===== config.mk =====
export PLATFORM = sky130hd
export DESIGN_NAME = pkt_scanner
export DESIGN_NICKNAME = d
export VERILOG_FILES = /design/src/scan_pkg.sv /design/src/rx_framer.sv /design/src/addr_match.sv /design/src/ip_hdr_check.sv /design/src/udp_hdr_check.sv /design/src/crc32_check.sv /design/src/pkt_scanner.sv
export SDC_FILE = /design/constraint.sdc
export NUM_CORES = 1
export LEC_CHECK = 0
export BUFFER_PORTS_ARGS = -buffer_cell sky130_fd_sc_hd__buf_2
export CELL_PAD_IN_SITES_DETAIL_PLACEMENT = 2
export CELL_PAD_IN_SITES_GLOBAL_PLACEMENT = 2
export CORE_MARGIN = 1
export CORE_UTILIZATION = 30
export DETAILED_ROUTE_END_ITERATION = 8
export HOLD_SLACK_MARGIN = 0.1
export PLACE_DENSITY = 0.73
export SLEW_MARGIN = 20
export SYNTH_ARGS = -nofsm -noshare
export SYNTH_HDL_FRONTEND = slang
export SYNTH_SLANG_ARGS = --single-unit

===== constraint.sdc =====
create_clock -name clk -period 3.3 [get_ports clk]
set_clock_uncertainty 0.05 [all_clocks]
set_input_delay 0.33 -clock clk [delete_from_list [all_inputs] [get_ports clk]]
set_output_delay 0.33 -clock clk [all_outputs]
set_load 0.05 [all_outputs]

===== src/scan_pkg.sv =====
package scan_pkg;

	// One GMII octet
	typedef logic [7:0] octet_t;
	// Octet offset inside a frame, also the frame length
	typedef logic [10:0] frame_cnt_t;
	// IP and UDP length fields
	typedef logic [15:0] len16_t;
	// Configuration memory address
	typedef logic [3:0] cfg_addr_t;

	// Codes 1 and 2 stay reserved for ARP and ICMP
	typedef enum logic [1:0] {
		cat_other = 2'd0,
		cat_udp   = 2'd3
	} category_t;

	typedef enum logic [1:0] {
		st_idle     = 2'd0,
		st_preamble = 2'd1,
		st_data     = 2'd2,
		st_drop     = 2'd3
	} framer_state_t;

	typedef struct packed {
		octet_t data;
		logic   valid;
		logic   last;
	} rx_octet_t;

	typedef struct packed {
		category_t  category;
		logic       crc_ok;
		logic       mac_ok;
		logic       ip_ok;
		frame_cnt_t pack_len;
	} scan_status_t;

	// Offsets counted from the first octet after the delimiter
	localparam frame_cnt_t off_ethertype = 11'd12;
	localparam frame_cnt_t off_ip_len = 11'd16;
	localparam frame_cnt_t off_ttl = 11'd22;
	localparam frame_cnt_t off_proto = 11'd23;
	localparam frame_cnt_t off_ip_dst = 11'd30;
	localparam frame_cnt_t off_udp_src = 11'd34;
	localparam frame_cnt_t off_udp_dst = 11'd36;
	localparam frame_cnt_t off_udp_len = 11'd38;

	// Six MAC octets, then four IP octets
	localparam cfg_addr_t cfg_mac_base = 4'd0;
	localparam cfg_addr_t cfg_ip_base = 4'd6;

endpackage


===== src/rx_framer.sv =====
`timescale 1ns/1ps

module rx_framer
	import scan_pkg::*;
#(
	parameter int max_frame_len = 1536,
	parameter int min_ifg = 10
) (
	input  logic       clk,
	input  logic       arst_n,
	input  rx_octet_t  rx,
	input  logic       enable_rx,
	output frame_cnt_t cnt,
	output octet_t     d1,
	output logic       in_data,
	output logic       frame_first,
	output logic       frame_end,
	output rx_octet_t  odata
);

	// Gap count saturates here
	localparam logic [3:0] gap_sat = 4'd12;

	framer_state_t state;
	logic en_meta;
	logic en_sync;
	logic [3:0] gap_cnt;
	logic ifg_ok;
	logic too_long;
	logic v1;
	logic v2;
	logic end_q;
	logic end_d;
	octet_t d2;
	octet_t out_data;
	logic out_valid;

	assign ifg_ok = int'(gap_cnt) >= min_ifg;
	assign too_long = int'(cnt) >= max_frame_len;
	assign in_data = state == st_data;

	// enable_rx comes from another clock domain
	always_ff @(posedge clk or negedge arst_n) begin
		if (!arst_n) begin
			en_meta <= 1'b0;
			en_sync <= 1'b0;
		end else begin
			en_meta <= enable_rx;
			en_sync <= en_meta;
		end
	end

	// Quiet line after reset counts as a full gap
	always_ff @(posedge clk or negedge arst_n) begin
		if (!arst_n) begin
			gap_cnt <= gap_sat;
		end else if (state == st_idle) begin
			if (gap_cnt != gap_sat) begin
				gap_cnt <= gap_cnt + 4'd1;
			end
		end else if (state != st_preamble) begin
			gap_cnt <= '0;
		end
	end

	always_ff @(posedge clk or negedge arst_n) begin
		if (!arst_n) begin
			state <= st_idle;
		end else begin
			case (state)
				st_idle: begin
					if (rx.valid) begin
						state <= (rx.data == 8'h55 && en_sync) ? st_preamble : st_drop;
					end
				end
				st_preamble: begin
					if (!rx.valid) begin
						state <= st_idle;
					end else if (rx.data == 8'hd5) begin
						// Delimiter after a short gap is refused
						state <= ifg_ok ? st_data : st_drop;
					end else if (rx.data != 8'h55) begin
						state <= st_drop;
					end
				end
				st_data: begin
					if (!rx.valid) begin
						state <= st_idle;
					end else if (too_long) begin
						state <= st_drop;
					end
				end
				default: begin
					// Drop waits for the end of the burst
					if (!rx.valid) begin
						state <= st_idle;
					end
				end
			endcase
		end
	end

	// Counter and strobes, one cycle behind the state
	always_ff @(posedge clk or negedge arst_n) begin
		if (!arst_n) begin
			cnt <= '0;
			frame_first <= 1'b0;
			v1 <= 1'b0;
			v2 <= 1'b0;
			out_valid <= 1'b0;
			end_q <= 1'b0;
			end_d <= 1'b0;
		end else begin
			cnt <= in_data ? cnt + 11'd1 : '0;
			frame_first <= in_data && cnt == '0;
			v1 <= in_data & rx.valid;
			v2 <= v1;
			out_valid <= v2;
			// Only a clean end of data counts, never a drop
			end_q <= in_data & ~rx.valid;
			end_d <= end_q;
		end
	end

	// Octet pipeline, idle octets squelched to zero
	always_ff @(posedge clk) begin
		d1 <= rx.valid ? rx.data : 8'h00;
		d2 <= d1;
		out_data <= d2;
	end

	assign frame_end = end_d;
	assign odata = '{data: out_data, valid: out_valid, last: end_d};

endmodule


===== src/addr_match.sv =====
`timescale 1ns/1ps

module addr_match
	import scan_pkg::*;
(
	input  logic       clk,
	input  logic       arst_n,
	input  frame_cnt_t cnt,
	input  octet_t     d1,
	output cfg_addr_t  cfg_addr,
	input  octet_t     cfg_data,
	output logic       mac_ok,
	output logic       ip_dst_ok,
	output logic       src_unicast
);

	// Source MAC starts right after the six destination octets
	localparam frame_cnt_t mac_len = 11'd6;

	logic in_mac_win;
	logic in_ip_win;
	frame_cnt_t ip_ofs;
	logic want_mac;
	logic want_ip;
	logic entry_match;

	assign in_mac_win = cnt < mac_len;
	assign in_ip_win = cnt >= off_ip_dst && cnt < off_ip_dst + 11'd4;
	assign ip_ofs = cnt - off_ip_dst;

	// Address out now, memory answers next cycle
	always_comb begin
		if (in_ip_win) begin
			cfg_addr = cfg_ip_base + {2'b00, ip_ofs[1:0]};
		end else if (in_mac_win) begin
			cfg_addr = cfg_mac_base + cnt[3:0];
		end else begin
			cfg_addr = cfg_mac_base;
		end
	end

	// Memory data lines up with the octet in d1
	assign entry_match = cfg_data == d1;

	always_ff @(posedge clk or negedge arst_n) begin
		if (!arst_n) begin
			want_mac <= 1'b0;
			want_ip <= 1'b0;
			mac_ok <= 1'b0;
			ip_dst_ok <= 1'b0;
			src_unicast <= 1'b0;
		end else begin
			want_mac <= in_mac_win;
			want_ip <= in_ip_win;
			if (want_mac && !entry_match) begin
				mac_ok <= 1'b0;
			end
			if (want_ip && !entry_match) begin
				ip_dst_ok <= 1'b0;
			end
			// Group bit of the source MAC
			if (cnt == mac_len + 11'd1) begin
				src_unicast <= ~d1[0];
			end
			// New frame starts optimistic
			if (cnt == '0) begin
				mac_ok <= 1'b1;
				ip_dst_ok <= 1'b1;
				src_unicast <= 1'b1;
			end
		end
	end

endmodule


===== src/ip_hdr_check.sv =====
`timescale 1ns/1ps

module ip_hdr_check
	import scan_pkg::*;
(
	input  logic       clk,
	input  logic       arst_n,
	input  frame_cnt_t cnt,
	input  octet_t     d1,
	output logic       ip_hdr_ok,
	output len16_t     ip_length
);

	// Version and IHL octet, flags, end of the 20 octet header
	localparam frame_cnt_t off_ip_hdr = off_ethertype + 11'd2;
	localparam frame_cnt_t off_frag = off_ttl - 11'd2;
	localparam frame_cnt_t off_hdr_end = off_ip_dst + 11'd4;

	octet_t template_q;
	logic want;
	logic mask_df;
	logic ttl_slot;
	octet_t df_mask;
	logic tmpl_match;
	octet_t d1_q;
	logic cks_gate;
	logic cks_phase;
	octet_t cks_hi;
	logic [15:0] cks_sum;
	logic [16:0] cks_add;
	logic [15:0] cks_next;

	// Expected octet, ready when that octet reaches d1
	always_ff @(posedge clk) begin
		case (cnt)
			off_ethertype: template_q <= 8'h08;
			off_ethertype + 11'd1: template_q <= 8'h00;
			off_ip_hdr: template_q <= 8'h45;
			default: template_q <= 8'h00;
		endcase
	end

	// DF bit is free in the first flag octet
	assign df_mask = {1'b1, ~mask_df, 6'h3f};
	assign tmpl_match = (d1 & df_mask) == template_q;

	// End around carry keeps the sum in one's complement
	assign cks_add = {1'b0, cks_sum} + {1'b0, cks_hi, d1};
	assign cks_next = cks_add[15:0] + {15'b0, cks_add[16]};

	always_ff @(posedge clk or negedge arst_n) begin
		if (!arst_n) begin
			want <= 1'b0;
			mask_df <= 1'b0;
			ttl_slot <= 1'b0;
			cks_gate <= 1'b0;
			cks_phase <= 1'b0;
			cks_sum <= '0;
			ip_hdr_ok <= 1'b0;
		end else begin
			want <= (cnt >= off_ethertype && cnt <= off_ip_hdr) ||
				cnt == off_frag || cnt == off_frag + 11'd1;
			mask_df <= cnt == off_frag;
			ttl_slot <= cnt == off_ttl;
			cks_gate <= cnt >= off_ip_hdr && cnt < off_hdr_end;
			if (cks_gate) begin
				cks_phase <= ~cks_phase;
				// Add a word on its low octet
				if (cks_phase) begin
					cks_sum <= cks_next;
				end
			end
			if (want && !tmpl_match) begin
				ip_hdr_ok <= 1'b0;
			end
			// Expired packet
			if (ttl_slot && d1 == 8'h00) begin
				ip_hdr_ok <= 1'b0;
			end
			// Last header word is in the sum one cycle after the window
			if (cnt == off_hdr_end + 11'd1 && cks_sum != 16'hffff) begin
				ip_hdr_ok <= 1'b0;
			end
			if (cnt == '0) begin
				ip_hdr_ok <= 1'b1;
				cks_phase <= 1'b0;
				cks_sum <= '0;
			end
		end
	end

	// High octet of each word, and total length capture
	always_ff @(posedge clk) begin
		d1_q <= d1;
		if (cks_gate && !cks_phase) begin
			cks_hi <= d1;
		end
		if (cnt == off_ip_len + 11'd2) begin
			ip_length <= {d1_q, d1};
		end
	end

endmodule


===== src/udp_hdr_check.sv =====
`timescale 1ns/1ps

module udp_hdr_check
	import scan_pkg::*;
(
	input  logic       clk,
	input  logic       arst_n,
	input  frame_cnt_t cnt,
	input  octet_t     d1,
	output logic       udp_ok,
	output len16_t     udp_length
);

	logic want_proto;
	logic dst_hi_zero;
	octet_t d1_q;

	always_ff @(posedge clk or negedge arst_n) begin
		if (!arst_n) begin
			want_proto <= 1'b0;
			dst_hi_zero <= 1'b0;
			udp_ok <= 1'b0;
		end else begin
			want_proto <= cnt == off_proto;
			if (want_proto && d1 != 8'h11) begin
				udp_ok <= 1'b0;
			end
			// Source port below 1024 has a high octet under 4
			if (cnt == off_udp_src + 11'd1 && d1[7:2] == 6'd0) begin
				udp_ok <= 1'b0;
			end
			if (cnt == off_udp_dst + 11'd1) begin
				dst_hi_zero <= d1 == 8'h00;
			end
			// Destination port zero
			if (cnt == off_udp_dst + 11'd2 && dst_hi_zero && d1 == 8'h00) begin
				udp_ok <= 1'b0;
			end
			if (cnt == '0) begin
				udp_ok <= 1'b1;
			end
		end
	end

	// UDP length, header plus data
	always_ff @(posedge clk) begin
		d1_q <= d1;
		if (cnt == off_udp_len + 11'd2) begin
			udp_length <= {d1_q, d1};
		end
	end

endmodule


===== src/crc32_check.sv =====
`timescale 1ns/1ps

module crc32_check
	import scan_pkg::*;
(
	input  logic   clk,
	input  logic   arst_n,
	input  logic   frame_first,
	input  logic   in_data,
	input  octet_t d1,
	output logic   crc_ok
);

	// 0x04C11DB7 bit reversed, LSB first as on the wire
	localparam logic [31:0] crc_poly = 32'hedb88320;
	// Register value once the FCS itself has passed through
	localparam logic [31:0] crc_residue = 32'hdebb20e3;

	logic [31:0] crc_q;
	logic [31:0] crc_seed;

	function automatic logic [31:0] crc_octet(input logic [31:0] crc, input octet_t d);
		logic [31:0] c;
		int i;
		c = crc ^ {24'h0, d};
		for (i = 0; i < 8; i++) begin
			c = c[0] ? (c >> 1) ^ crc_poly : c >> 1;
		end
		return c;
	endfunction

	// Preset together with the first octet
	assign crc_seed = frame_first ? 32'hffffffff : crc_q;

	always_ff @(posedge clk or negedge arst_n) begin
		if (!arst_n) begin
			crc_q <= 32'hffffffff;
			crc_ok <= 1'b0;
		end else begin
			if (in_data || frame_first) begin
				crc_q <= crc_octet(crc_seed, d1);
			end
			crc_ok <= crc_q == crc_residue;
		end
	end

endmodule


===== src/pkt_scanner.sv =====
`timescale 1ns/1ps

module pkt_scanner
	import scan_pkg::*;
#(
	parameter int max_frame_len = 1536,
	parameter int min_ifg = 10
) (
	input  logic         clk,
	input  logic         arst_n,
	input  rx_octet_t    rx,
	input  logic         enable_rx,
	output cfg_addr_t    cfg_addr,
	input  octet_t       cfg_data,
	output rx_octet_t    odata,
	output logic         status_valid,
	output scan_status_t status
);

	// Ethernet header plus FCS, and IPv4 header without options
	localparam logic [16:0] eth_overhead = 17'd18;
	localparam logic [16:0] ip_hdr_len = 17'd20;

	frame_cnt_t cnt;
	octet_t d1;
	logic in_data;
	logic frame_first;
	logic frame_end;
	logic mac_ok;
	logic ip_dst_ok;
	logic src_unicast;
	logic ip_hdr_ok;
	len16_t ip_length;
	logic udp_ok;
	len16_t udp_length;
	logic crc_ok;
	frame_cnt_t pack_len_q;
	logic ip_len_ok;
	logic udp_len_ok;
	logic ip_ok;
	scan_status_t status_now;
	scan_status_t status_q;

	rx_framer #(
		.max_frame_len(max_frame_len),
		.min_ifg(min_ifg)
	) rx_framer_i (
		.clk(clk),
		.arst_n(arst_n),
		.rx(rx),
		.enable_rx(enable_rx),
		.cnt(cnt),
		.d1(d1),
		.in_data(in_data),
		.frame_first(frame_first),
		.frame_end(frame_end),
		.odata(odata)
	);

	addr_match addr_match_i (
		.clk(clk),
		.arst_n(arst_n),
		.cnt(cnt),
		.d1(d1),
		.cfg_addr(cfg_addr),
		.cfg_data(cfg_data),
		.mac_ok(mac_ok),
		.ip_dst_ok(ip_dst_ok),
		.src_unicast(src_unicast)
	);

	ip_hdr_check ip_hdr_check_i (
		.clk(clk),
		.arst_n(arst_n),
		.cnt(cnt),
		.d1(d1),
		.ip_hdr_ok(ip_hdr_ok),
		.ip_length(ip_length)
	);

	udp_hdr_check udp_hdr_check_i (
		.clk(clk),
		.arst_n(arst_n),
		.cnt(cnt),
		.d1(d1),
		.udp_ok(udp_ok),
		.udp_length(udp_length)
	);

	crc32_check crc32_check_i (
		.clk(clk),
		.arst_n(arst_n),
		.frame_first(frame_first),
		.in_data(in_data),
		.d1(d1),
		.crc_ok(crc_ok)
	);

	// Length and length checks follow the frame, frozen once data ends
	always_ff @(posedge clk or negedge arst_n) begin
		if (!arst_n) begin
			pack_len_q <= '0;
			ip_len_ok <= 1'b0;
			udp_len_ok <= 1'b0;
			status_q <= '0;
		end else begin
			if (in_data) begin
				pack_len_q <= cnt;
				ip_len_ok <= {6'b0, cnt} >= {1'b0, ip_length} + eth_overhead;
				udp_len_ok <= {1'b0, ip_length} >= {1'b0, udp_length} + ip_hdr_len;
			end
			if (frame_end) begin
				status_q <= status_now;
			end
		end
	end

	assign ip_ok = src_unicast & crc_ok & mac_ok & ip_hdr_ok & ip_dst_ok & ip_len_ok;

	always_comb begin
		status_now.category = (ip_ok && udp_ok && udp_len_ok) ? cat_udp : cat_other;
		status_now.crc_ok = crc_ok;
		status_now.mac_ok = mac_ok;
		status_now.ip_ok = ip_ok;
		status_now.pack_len = pack_len_q;
	end

	// Live word on the pulse, held copy afterwards
	assign status_valid = frame_end;
	assign status = frame_end ? status_now : status_q;

endmodule


==> impl_metrics.yaml, run 1 <==
clock_tree:
  clkTransAtPathRegs_ns: 0.08
  cts_buffers: 17
  cts.sinks: 183
  htreeDepth: 4
  cts_root_buf: "clkbuf_16"
  cts_tree: "yes"
  clk_latency_ns: 0.44
  cts_buffer_depth: 2
synthesis:
  synth-edff-count: 40
  synth_warnings: 0
  synth_top_area_frac: 0.2102
  synth_top_area_cell: "dfrtp_1"
  syn_area_mm2: 0.009882
  synth_seq_cells: 183
  ys_seq_area_frac: 0.4748
  yosys-top-cells-area: "dfrtp_1 (21%), edfxtp_1 (12%), dfstp_2 (9.0%)"
  avgSynthCellArea_um2: 10.18
  synthArstFlopShare: 0.6393
  synth_ff_type: "dfrtp_1"
  synth_cells: 971
  synth.distinct_cells: 75
  syn_nets: 1047
cells_and_area:
  final_cell_mix: "nor2_1 (96), dfrtp_1 (83), nand2_1 (82), xnor2_1 (80), buf_4 (70)"
  n_fill_cell: 3510
  layout_commonest_cell: "nor2_1"
  final_util: 0.3651
  area_delta_synth_final_pct: 19.89
  nNetsFinal: 1158
  final_cells: 1537
  layout-drive-gt1-share: 0.2164
  num_antenna_cells: 0
placed_design:
  dp_cells: 1488
  gp_congestion: 0.7881
  hpwl_um: 21350
  portBuffers: 50
floorplanning:
  die_y_um: 183.5
  rows: 66
  die_w_um: 183.5
  dieArea_mm2: 0.03367
  ios: 52
  core_mm2: 0.03245
  initial_core_util: 0.3045
drt:
  via_count: 7699
  drc: 0
  first_iter_violations: 289
  wl_per_cell_um: 19.25
  routed_wirelength_um: 29580
  drtPass1Iterations: 4
  drt-vias-per-instance: 5.009
  ant_nets: 0
timing:
  fin_crit_sh: 1.009
  rsz0062_at_grt: "yes"
  fin_crit_ns: 3.329
  drv_slew: 0
  fin_setup_tns_ns: -0.02921
  slew_headroom: 0.4110
  timing.fmax_mhz: 300.4
  worst_slack_ns: -0.02921
  setup_viol: 1
  hold_violations: 0
  tightest_slew_ns: 0.8818
outcome:
  violations: "setup timing"
  status: "finished with violations"
pwr:
  p_sw_mw: 2.731
  combPwrFrac: 0.323
  p_seq_frac: 0.395
  clock_power_share: 0.282
  leakage_nw: 5.010
  switching_share: 0.3597
  p_int_mw: 4.861
  p_total_mw: 7.592
  cellPowerDensity_mw_per_mm2: 640.8
  ir_drop_mv: 0.4585
grt:
  grt_pass1_vias: 8756
  antenna_found_initial: 0
  overflow: 0
  grt_use_total: 0.1838
  grt_max_degree: 60
  grt_pass1_wl_um: 47740
job:
  cap_violations: 0
worst_setup_path:
  reg2reg_from: "ip_hdr_check_i.cks_sum[0]$_DFFE_PN0P_"
  path_class: "register to register"
  critPathCaptureType: "register"
  critPathRequiredTime_ns: 3.58
  startpoint: "ip_hdr_check_i.cks_sum[0]$_DFFE_PN0P_"
  arrival_ns: 3.61
  cp_max_fo: 3
  start_kind: "register"
hold_path:
  hold_class: "input port to register"
  hp-start: "rx[1]"
## worst paths after layout
| check | endpoint | slack, ns | cells after the start |
|---|---|---|---|
| max reg2reg | ip_hdr_check_i.cks_sum[15]$_DFFE_PN0P_ | -0.03 | 19 |
| min in group asynchronous | rx_framer_i.gap_cnt[0]$_DFFE_PN0P_ | 0.34 | 2 |
| max in group asynchronous | crc32_check_i.crc_q[12]$_DFFE_PN1P_ | 2.06 | 3 |
| min | rx_framer_i.end_q$_DFF_PN0_ | 0.18 | 2 |
| min reg2reg | rx_framer_i.v2$_DFF_PN0_ | 0.30 | 0 |
| max | ip_hdr_check_i.cks_sum[15]$_DFFE_PN0P_ | -0.03 | 19 |
## area by class of cell
type / instances / area (um2) / share of cell area
Sequential cell: 183 / 4693 / 0.3961
Timing Repair Buffer: 130 / 890.9 / 0.07519
Multi-Input combinational cell: 714 / 4964 / 0.4189
Inverter: 36 / 135.1 / 0.01141
Tap cell: 442 / 553.0 / 0.04668
Clock inverter: 15 / 186.4 / 0.01574
Clock buffer: 17 / 425.4 / 0.03591
## cell usage after synthesis, types with 4 or more instances
library cell,number
edfxtp_1,40
dfstp_2,34
xnor2_2,4
inv_1,36
buf_1,4
dfxtp_1,26
buf_2,4
nor3_1,18
a21o_1,11
a22oi_1,5
o21ai_0,24
nand3_1,30
xor2_1,39
nor2b_1,14
xnor2_1,80
a21oi_1,64
mux2_2,14
and3_1,9
clkbuf_1,26
and2_1,17
dfrtp_1,83
nand4_1,20
nor2_1,98
a211oi_1,6
nor4_1,5
o22ai_1,15
nand2b_1,12
nor4b_1,4
a31oi_1,7
nand2_1,82
ha_1,54
o21ai_1,18
## sequential cells by signal, summed over array words and instances, names as in the netlist, 2 cells and up
| name | flops |
|---|---|
| crc32_check_i.crc_q | 32 |
| ip_hdr_check_i.cks_hi | 8 |
| ip_hdr_check_i.cks_sum | 16 |
| ip_hdr_check_i.ip_length | 16 |
| ip_hdr_check_i.template_q | 2 |
| pack_len_q | 11 |
| rx_framer_i.cnt | 11 |
| rx_framer_i.d1 | 8 |
| rx_framer_i.gap_cnt | 4 |
| rx_framer_i.out_data | 8 |
| rx_framer_i.state | 2 |
| status_q | 16 |
| udp_hdr_check_i.d1_q | 8 |
| udp_hdr_check_i.udp_length | 16 |
## repair_timing
item	CTS	global route
endpoints found under the hold margin	26	0
setup buffers	5	2
setup endpoints to repair	8	13
hold buffers	10	0
resized for setup	9	7
pin swaps	3	7
## stage by stage
| stage | worst slack, ns | cell area [um2] | hold slack (ns) |
|---|---|---|---|
| finish | -0.02921 | 11850 | 0.1824 |
| global route | -0.2239 | 11850 | 0.1818 |
| CTS | -0.08337 | 11810 | 0.1709 |
| detailed placement | -0.3077 | 11020 | 0.2854 |
| global placement | -0.08248 | 11020 | 0.2812 |
| floorplan | 0.008951 | 9892 | -0.01559 |
## metal layers
layer,part of all wire,global-route usage
met1,0.44,0.2271
met2,0.53,0.3317
met3,0.020,0.02555
met4,0.016,0.05133
met5,0,0
## worst max-delay path, stage by stage (launching register included)
cell and delay (ns):
dfrtp_1 0.36, ha_2 0.19, inv_2 0.04, fa_2 0.33
nand2b_4 0.15, a21o_1 0.20, a21oi_4 0.19, a211oi_2 0.11
nor2_1 0.11, o21ai_1 0.07, nand2b_1 0.11, ha_2 0.21
nand2b_4 0.07, nor4_4 0.17, buf_4 0.17, nand3b_1 0.07
mux2i_1 0.22, nand4_1 0.14, xnor2_1 0.19, o21ai_1 0.07
## kinds of logic (layout without fill, tap and decap cells)
family	after synthesis	after routing	synth area share
mux	18	18	0.02013
fa+ha+maj	55	55	0.07040
flops	183	183	0.4748
compound gates	188	188	0.1271
simple gates	330	330	0.1642
xor+xnor	123	123	0.1121
buf+inv	74	198	0.03127
## power groups by stage
stage                     sequential [mW]  combinational [mW]  clock [mW]
after floorplan                      2.93                1.82           0
after global placement               3.03                2.31           0
after detailed placement             3.04                2.41           0
after CTS                            3.00                2.48        2.20
after global routing                 3.04                2.68        2.26
final                                3.00                2.45        2.14
Power figures use the tool's default switching activity.
==> inputs of run 2 (changes only) <==
CELL_PAD_IN_SITES_DETAIL_PLACEMENT = not set   (was 2)
CELL_PAD_IN_SITES_GLOBAL_PLACEMENT = not set   (was 2)
PLACE_DENSITY = 0.54   (was 0.73)
SYNTH_HIERARCHICAL = 1   (was not set)
==> impl_metrics.yaml, run 2 <==
pwr:
  p_sw_mw: 2.670
  p_int_mw: 5.156
  ir_drop_mv: 0.3410
  leakage_nw: 5.319
  p_seq_frac: 0.414
  combPwrFrac: 0.313
  clock_power_share: 0.273
  cellPowerDensity_mw_per_mm2: 617.8
  switching_share: 0.3412
cells_and_area:
  nNetsFinal: 1207
  area_delta_synth_final_pct: 18.95
  num_antenna_cells: 0
  final_cell_mix: "nor2_1 (98), dfrtp_1 (83), buf_4 (81), xnor2_1 (71), nand2_1 (65)"
  multiInputGateArea_mm2: 0.005385
  largest_reg_flops: 32
  final_util: 0.3649
  n_fill_cell: 3432
  final_cell_area_mm2: 0.01267
  layout-drive-gt1-share: 0.2452
  layout_commonest_cell: "nor2_1"
  seq_area_mm2: 0.005017
  largest-register: "crc32_check_i/crc_q"
placed_design:
  place_area_mm2: 0.01190
  gp_congestion: 0.8144
  hpwl_um: 19100
  portBuffers: 50
  place_ws_ns: -0.7422
drt:
  drc: 0
  via_count: 7896
  drt-vias-per-instance: 4.932
  drtPass1Iterations: 5
  first_iter_violations: 597
  routed_wirelength_um: 27670
  wl_per_cell_um: 17.28
  ant_nets: 0
grt:
  grt_max_degree: 58
  grt_use_total: 0.1598
  grt_pass1_wl_um: 44330
  overflow: 0
  antenna_found_initial: 1
  grt_pass1_vias: 7919
synthesis:
  synth_warnings: 6
  syn_area_mm2: 0.01065
  synthXorXnorAreaFrac: 0.1129
  synth_top_area_cell: "dfrtp_1"
  avgSynthCellArea_um2: 10.55
  synthAdderAreaFrac: 0.06392
  synth_simple_gate_area_share: 0.1697
  ys_seq_area_frac: 0.4707
  synth.most_common_cell: "nor2_1"
  synth_top_area_frac: 0.1951
  synth_seq_cells: 199
  synth_top_family_by_area: "simple AND/OR/NAND/NOR gates"
  syn_nets: 1083
  synthArstFlopShare: 0.5879
  muxShareOfSynthArea: 0.02832
  synth-edff-count: 40
  yosys-top-cells-area: "dfrtp_1 (20%), edfxtp_1 (11%), dfstp_2 (8.4%)"
  synth_ff_type: "dfrtp_1"
  synth_common_cells: "nor2_1 (101), dfrtp_1 (83), xnor2_1 (71)"
  synth.distinct_cells: 95
  synth_cells: 1009
  synth_compound_area_frac: 0.1250
job:
  cap_violations: 0
timing:
  fin_crit_ns: 3.855
  slew_headroom: 0.2945
  drv_slew: 0
  timing.fmax_mhz: 259.4
  rsz0062_at_grt: "yes"
  fin_crit_sh: 1.168
  hold_violations: 0
  holdWs_ns: 0.1304
  tightest_slew_ns: 1.054
  setup_viol: 14
  worst_slack_ns: -0.5551
  fin_setup_tns_ns: -5.665
worst_setup_path:
  start_kind: "register"
  critPathRequiredTime_ns: 3.61
  arrival_ns: 4.17
  cpLargestDelayFamily: "compound AO/OA/AOI/OAI gates"
  max_stage_delay_ns: 0.39
  cp_slowest_cell: "dfrtp_1"
  critPathCaptureType: "register"
  cp_max_fo: 4
  path_class: "register to register"
  crit_buf_inv: 2
  crit_chain: "ha_4, inv_2, fa_2, nand2b_4, a211o_1, a211o_1, a21boi_2, o21ai_1, a21oi_1, o21ai_1, nand2b_1, ha_1, or2b_4, nor2_4, nand4_4, nor4_4, buf_4, nand4_1, xnor2_1, a211oi_2"
clock_tree:
  cts_root_buf: "clkbuf_16"
  htreeDepth: 4
  cts.sinks: 199
  clk_latency_ns: 0.45
  cts_tree: "yes"
  clkTransAtPathRegs_ns: 0.08
  cts_buffers: 17
  cts_buffer_depth: 2
outcome:
  violations: "setup timing"
  status: "finished with violations"
floorplanning:
  initial_core_util: 0.3067
  dieArea_mm2: 0.03625
  die_y_um: 190.4
  rows: 68
  ios: 52
  die_w_um: 190.4
  core_mm2: 0.03471
hold_path:
  hold_class: "input port to register"
## run 2: cell families after synthesis
logic type,count (synthesis)
flops,199
fa+ha+maj,54
xor+xnor,129
compound gates,196
simple gates,336
mux,27
buf+inv,68
## run 2: cell type report
type                            instances  area share
Clock inverter                         14     0.01225
Multi-Input combinational cell        742      0.4252
Sequential cell                       199      0.3961
Inverter                               33    0.009780
Timing Repair Buffer                  140     0.07616
Tap cell                              455     0.04495
Clock buffer                           18     0.03556
## run 2: routing by layer
metal	GRT usage	vias to the layer above	wire [um]
li1	-	3873	-
met5	0	-	0
met4	0.06246	0	684
met3	0.02576	34	862
met1	0.2180	3866	13250
met2	0.2519	123	12870
## run 2: path summary, 6_finish.rpt
| path | from | endpoint | slack [ns] | depth (start not counted) |
|---|---|---|---|---|
| worst max-delay path | ip_hdr_check_i/cks_sum[0]$_DFFE_PN0P_ | ip_hdr_check_i/cks_sum[15]$_DFFE_PN0P_ | -0.56 | 20 |
| worst min register to register | rx_framer_i/d2[0]$_DFF_P_ | rx_framer_i/out_data[0]$_DFF_P_ | 0.28 | 0 |
| min in group asynchronous | arst_n | rx_framer_i/cnt[4]$_DFF_PN0_ | 0.45 | 2 |
| worst min-delay path | rx[9] | rx_framer_i/state[1]$_DFFE_PN0P_ | 0.13 | 2 |
| max in group asynchronous | arst_n | crc32_check_i/crc_q[22]$_DFFE_PN1P_ | 1.91 | 3 |
| worst max register to register | ip_hdr_check_i/cks_sum[0]$_DFFE_PN0P_ | ip_hdr_check_i/cks_sum[15]$_DFFE_PN0P_ | -0.56 | 20 |
## run 2: power groups by stage
| stage | Clock [mW] | Sequential (mW) | Combinational, mW |
|---|---|---|---|
| after floorplan | 0 | 3.14 | 2.04 |
| after global placement | 0 | 3.29 | 2.41 |
| after detailed placement | 0 | 3.29 | 2.44 |
| after CTS | 2.20 | 3.24 | 2.47 |
| after global routing | 2.30 | 3.28 | 2.70 |
| final | 2.13 | 3.24 | 2.45 |
## run 2: repair_timing
item	in CTS	in global routing
gates cloned	0	0
endpoints found under the setup margin	14	15
buffers inserted	9	1
hold buffers	8	0
pin swaps	18	6
gates resized for setup	1	2
hold endpoints to repair	60	0
## run 2: per-stage QoR
step,total power [mW],cells
6_report,7.826,1601
5_1_grt,8.278,1601
4_1_cts,7.909,1600
3_5_place_dp,5.729,1551
3_3_place_gp,5.700,1551
2_1_floorplan,5.180,1009
## run 2: worst reg2reg max path: stages (launching register included)
cell,delay [ns]
dfrtp_1,0.39
ha_4,0.15
inv_2,0.03
fa_2,0.33
nand2b_4,0.15
a211o_1,0.30
a211o_1,0.35
a21boi_2,0.18
o21ai_1,0.07
a21oi_1,0.13
o21ai_1,0.07
nand2b_1,0.09
ha_1,0.14
or2b_4,0.27
nor2_4,0.12
nand4_4,0.10
nor4_4,0.15
buf_4,0.17
nand4_1,0.11
xnor2_1,0.19
a211oi_2,0.23
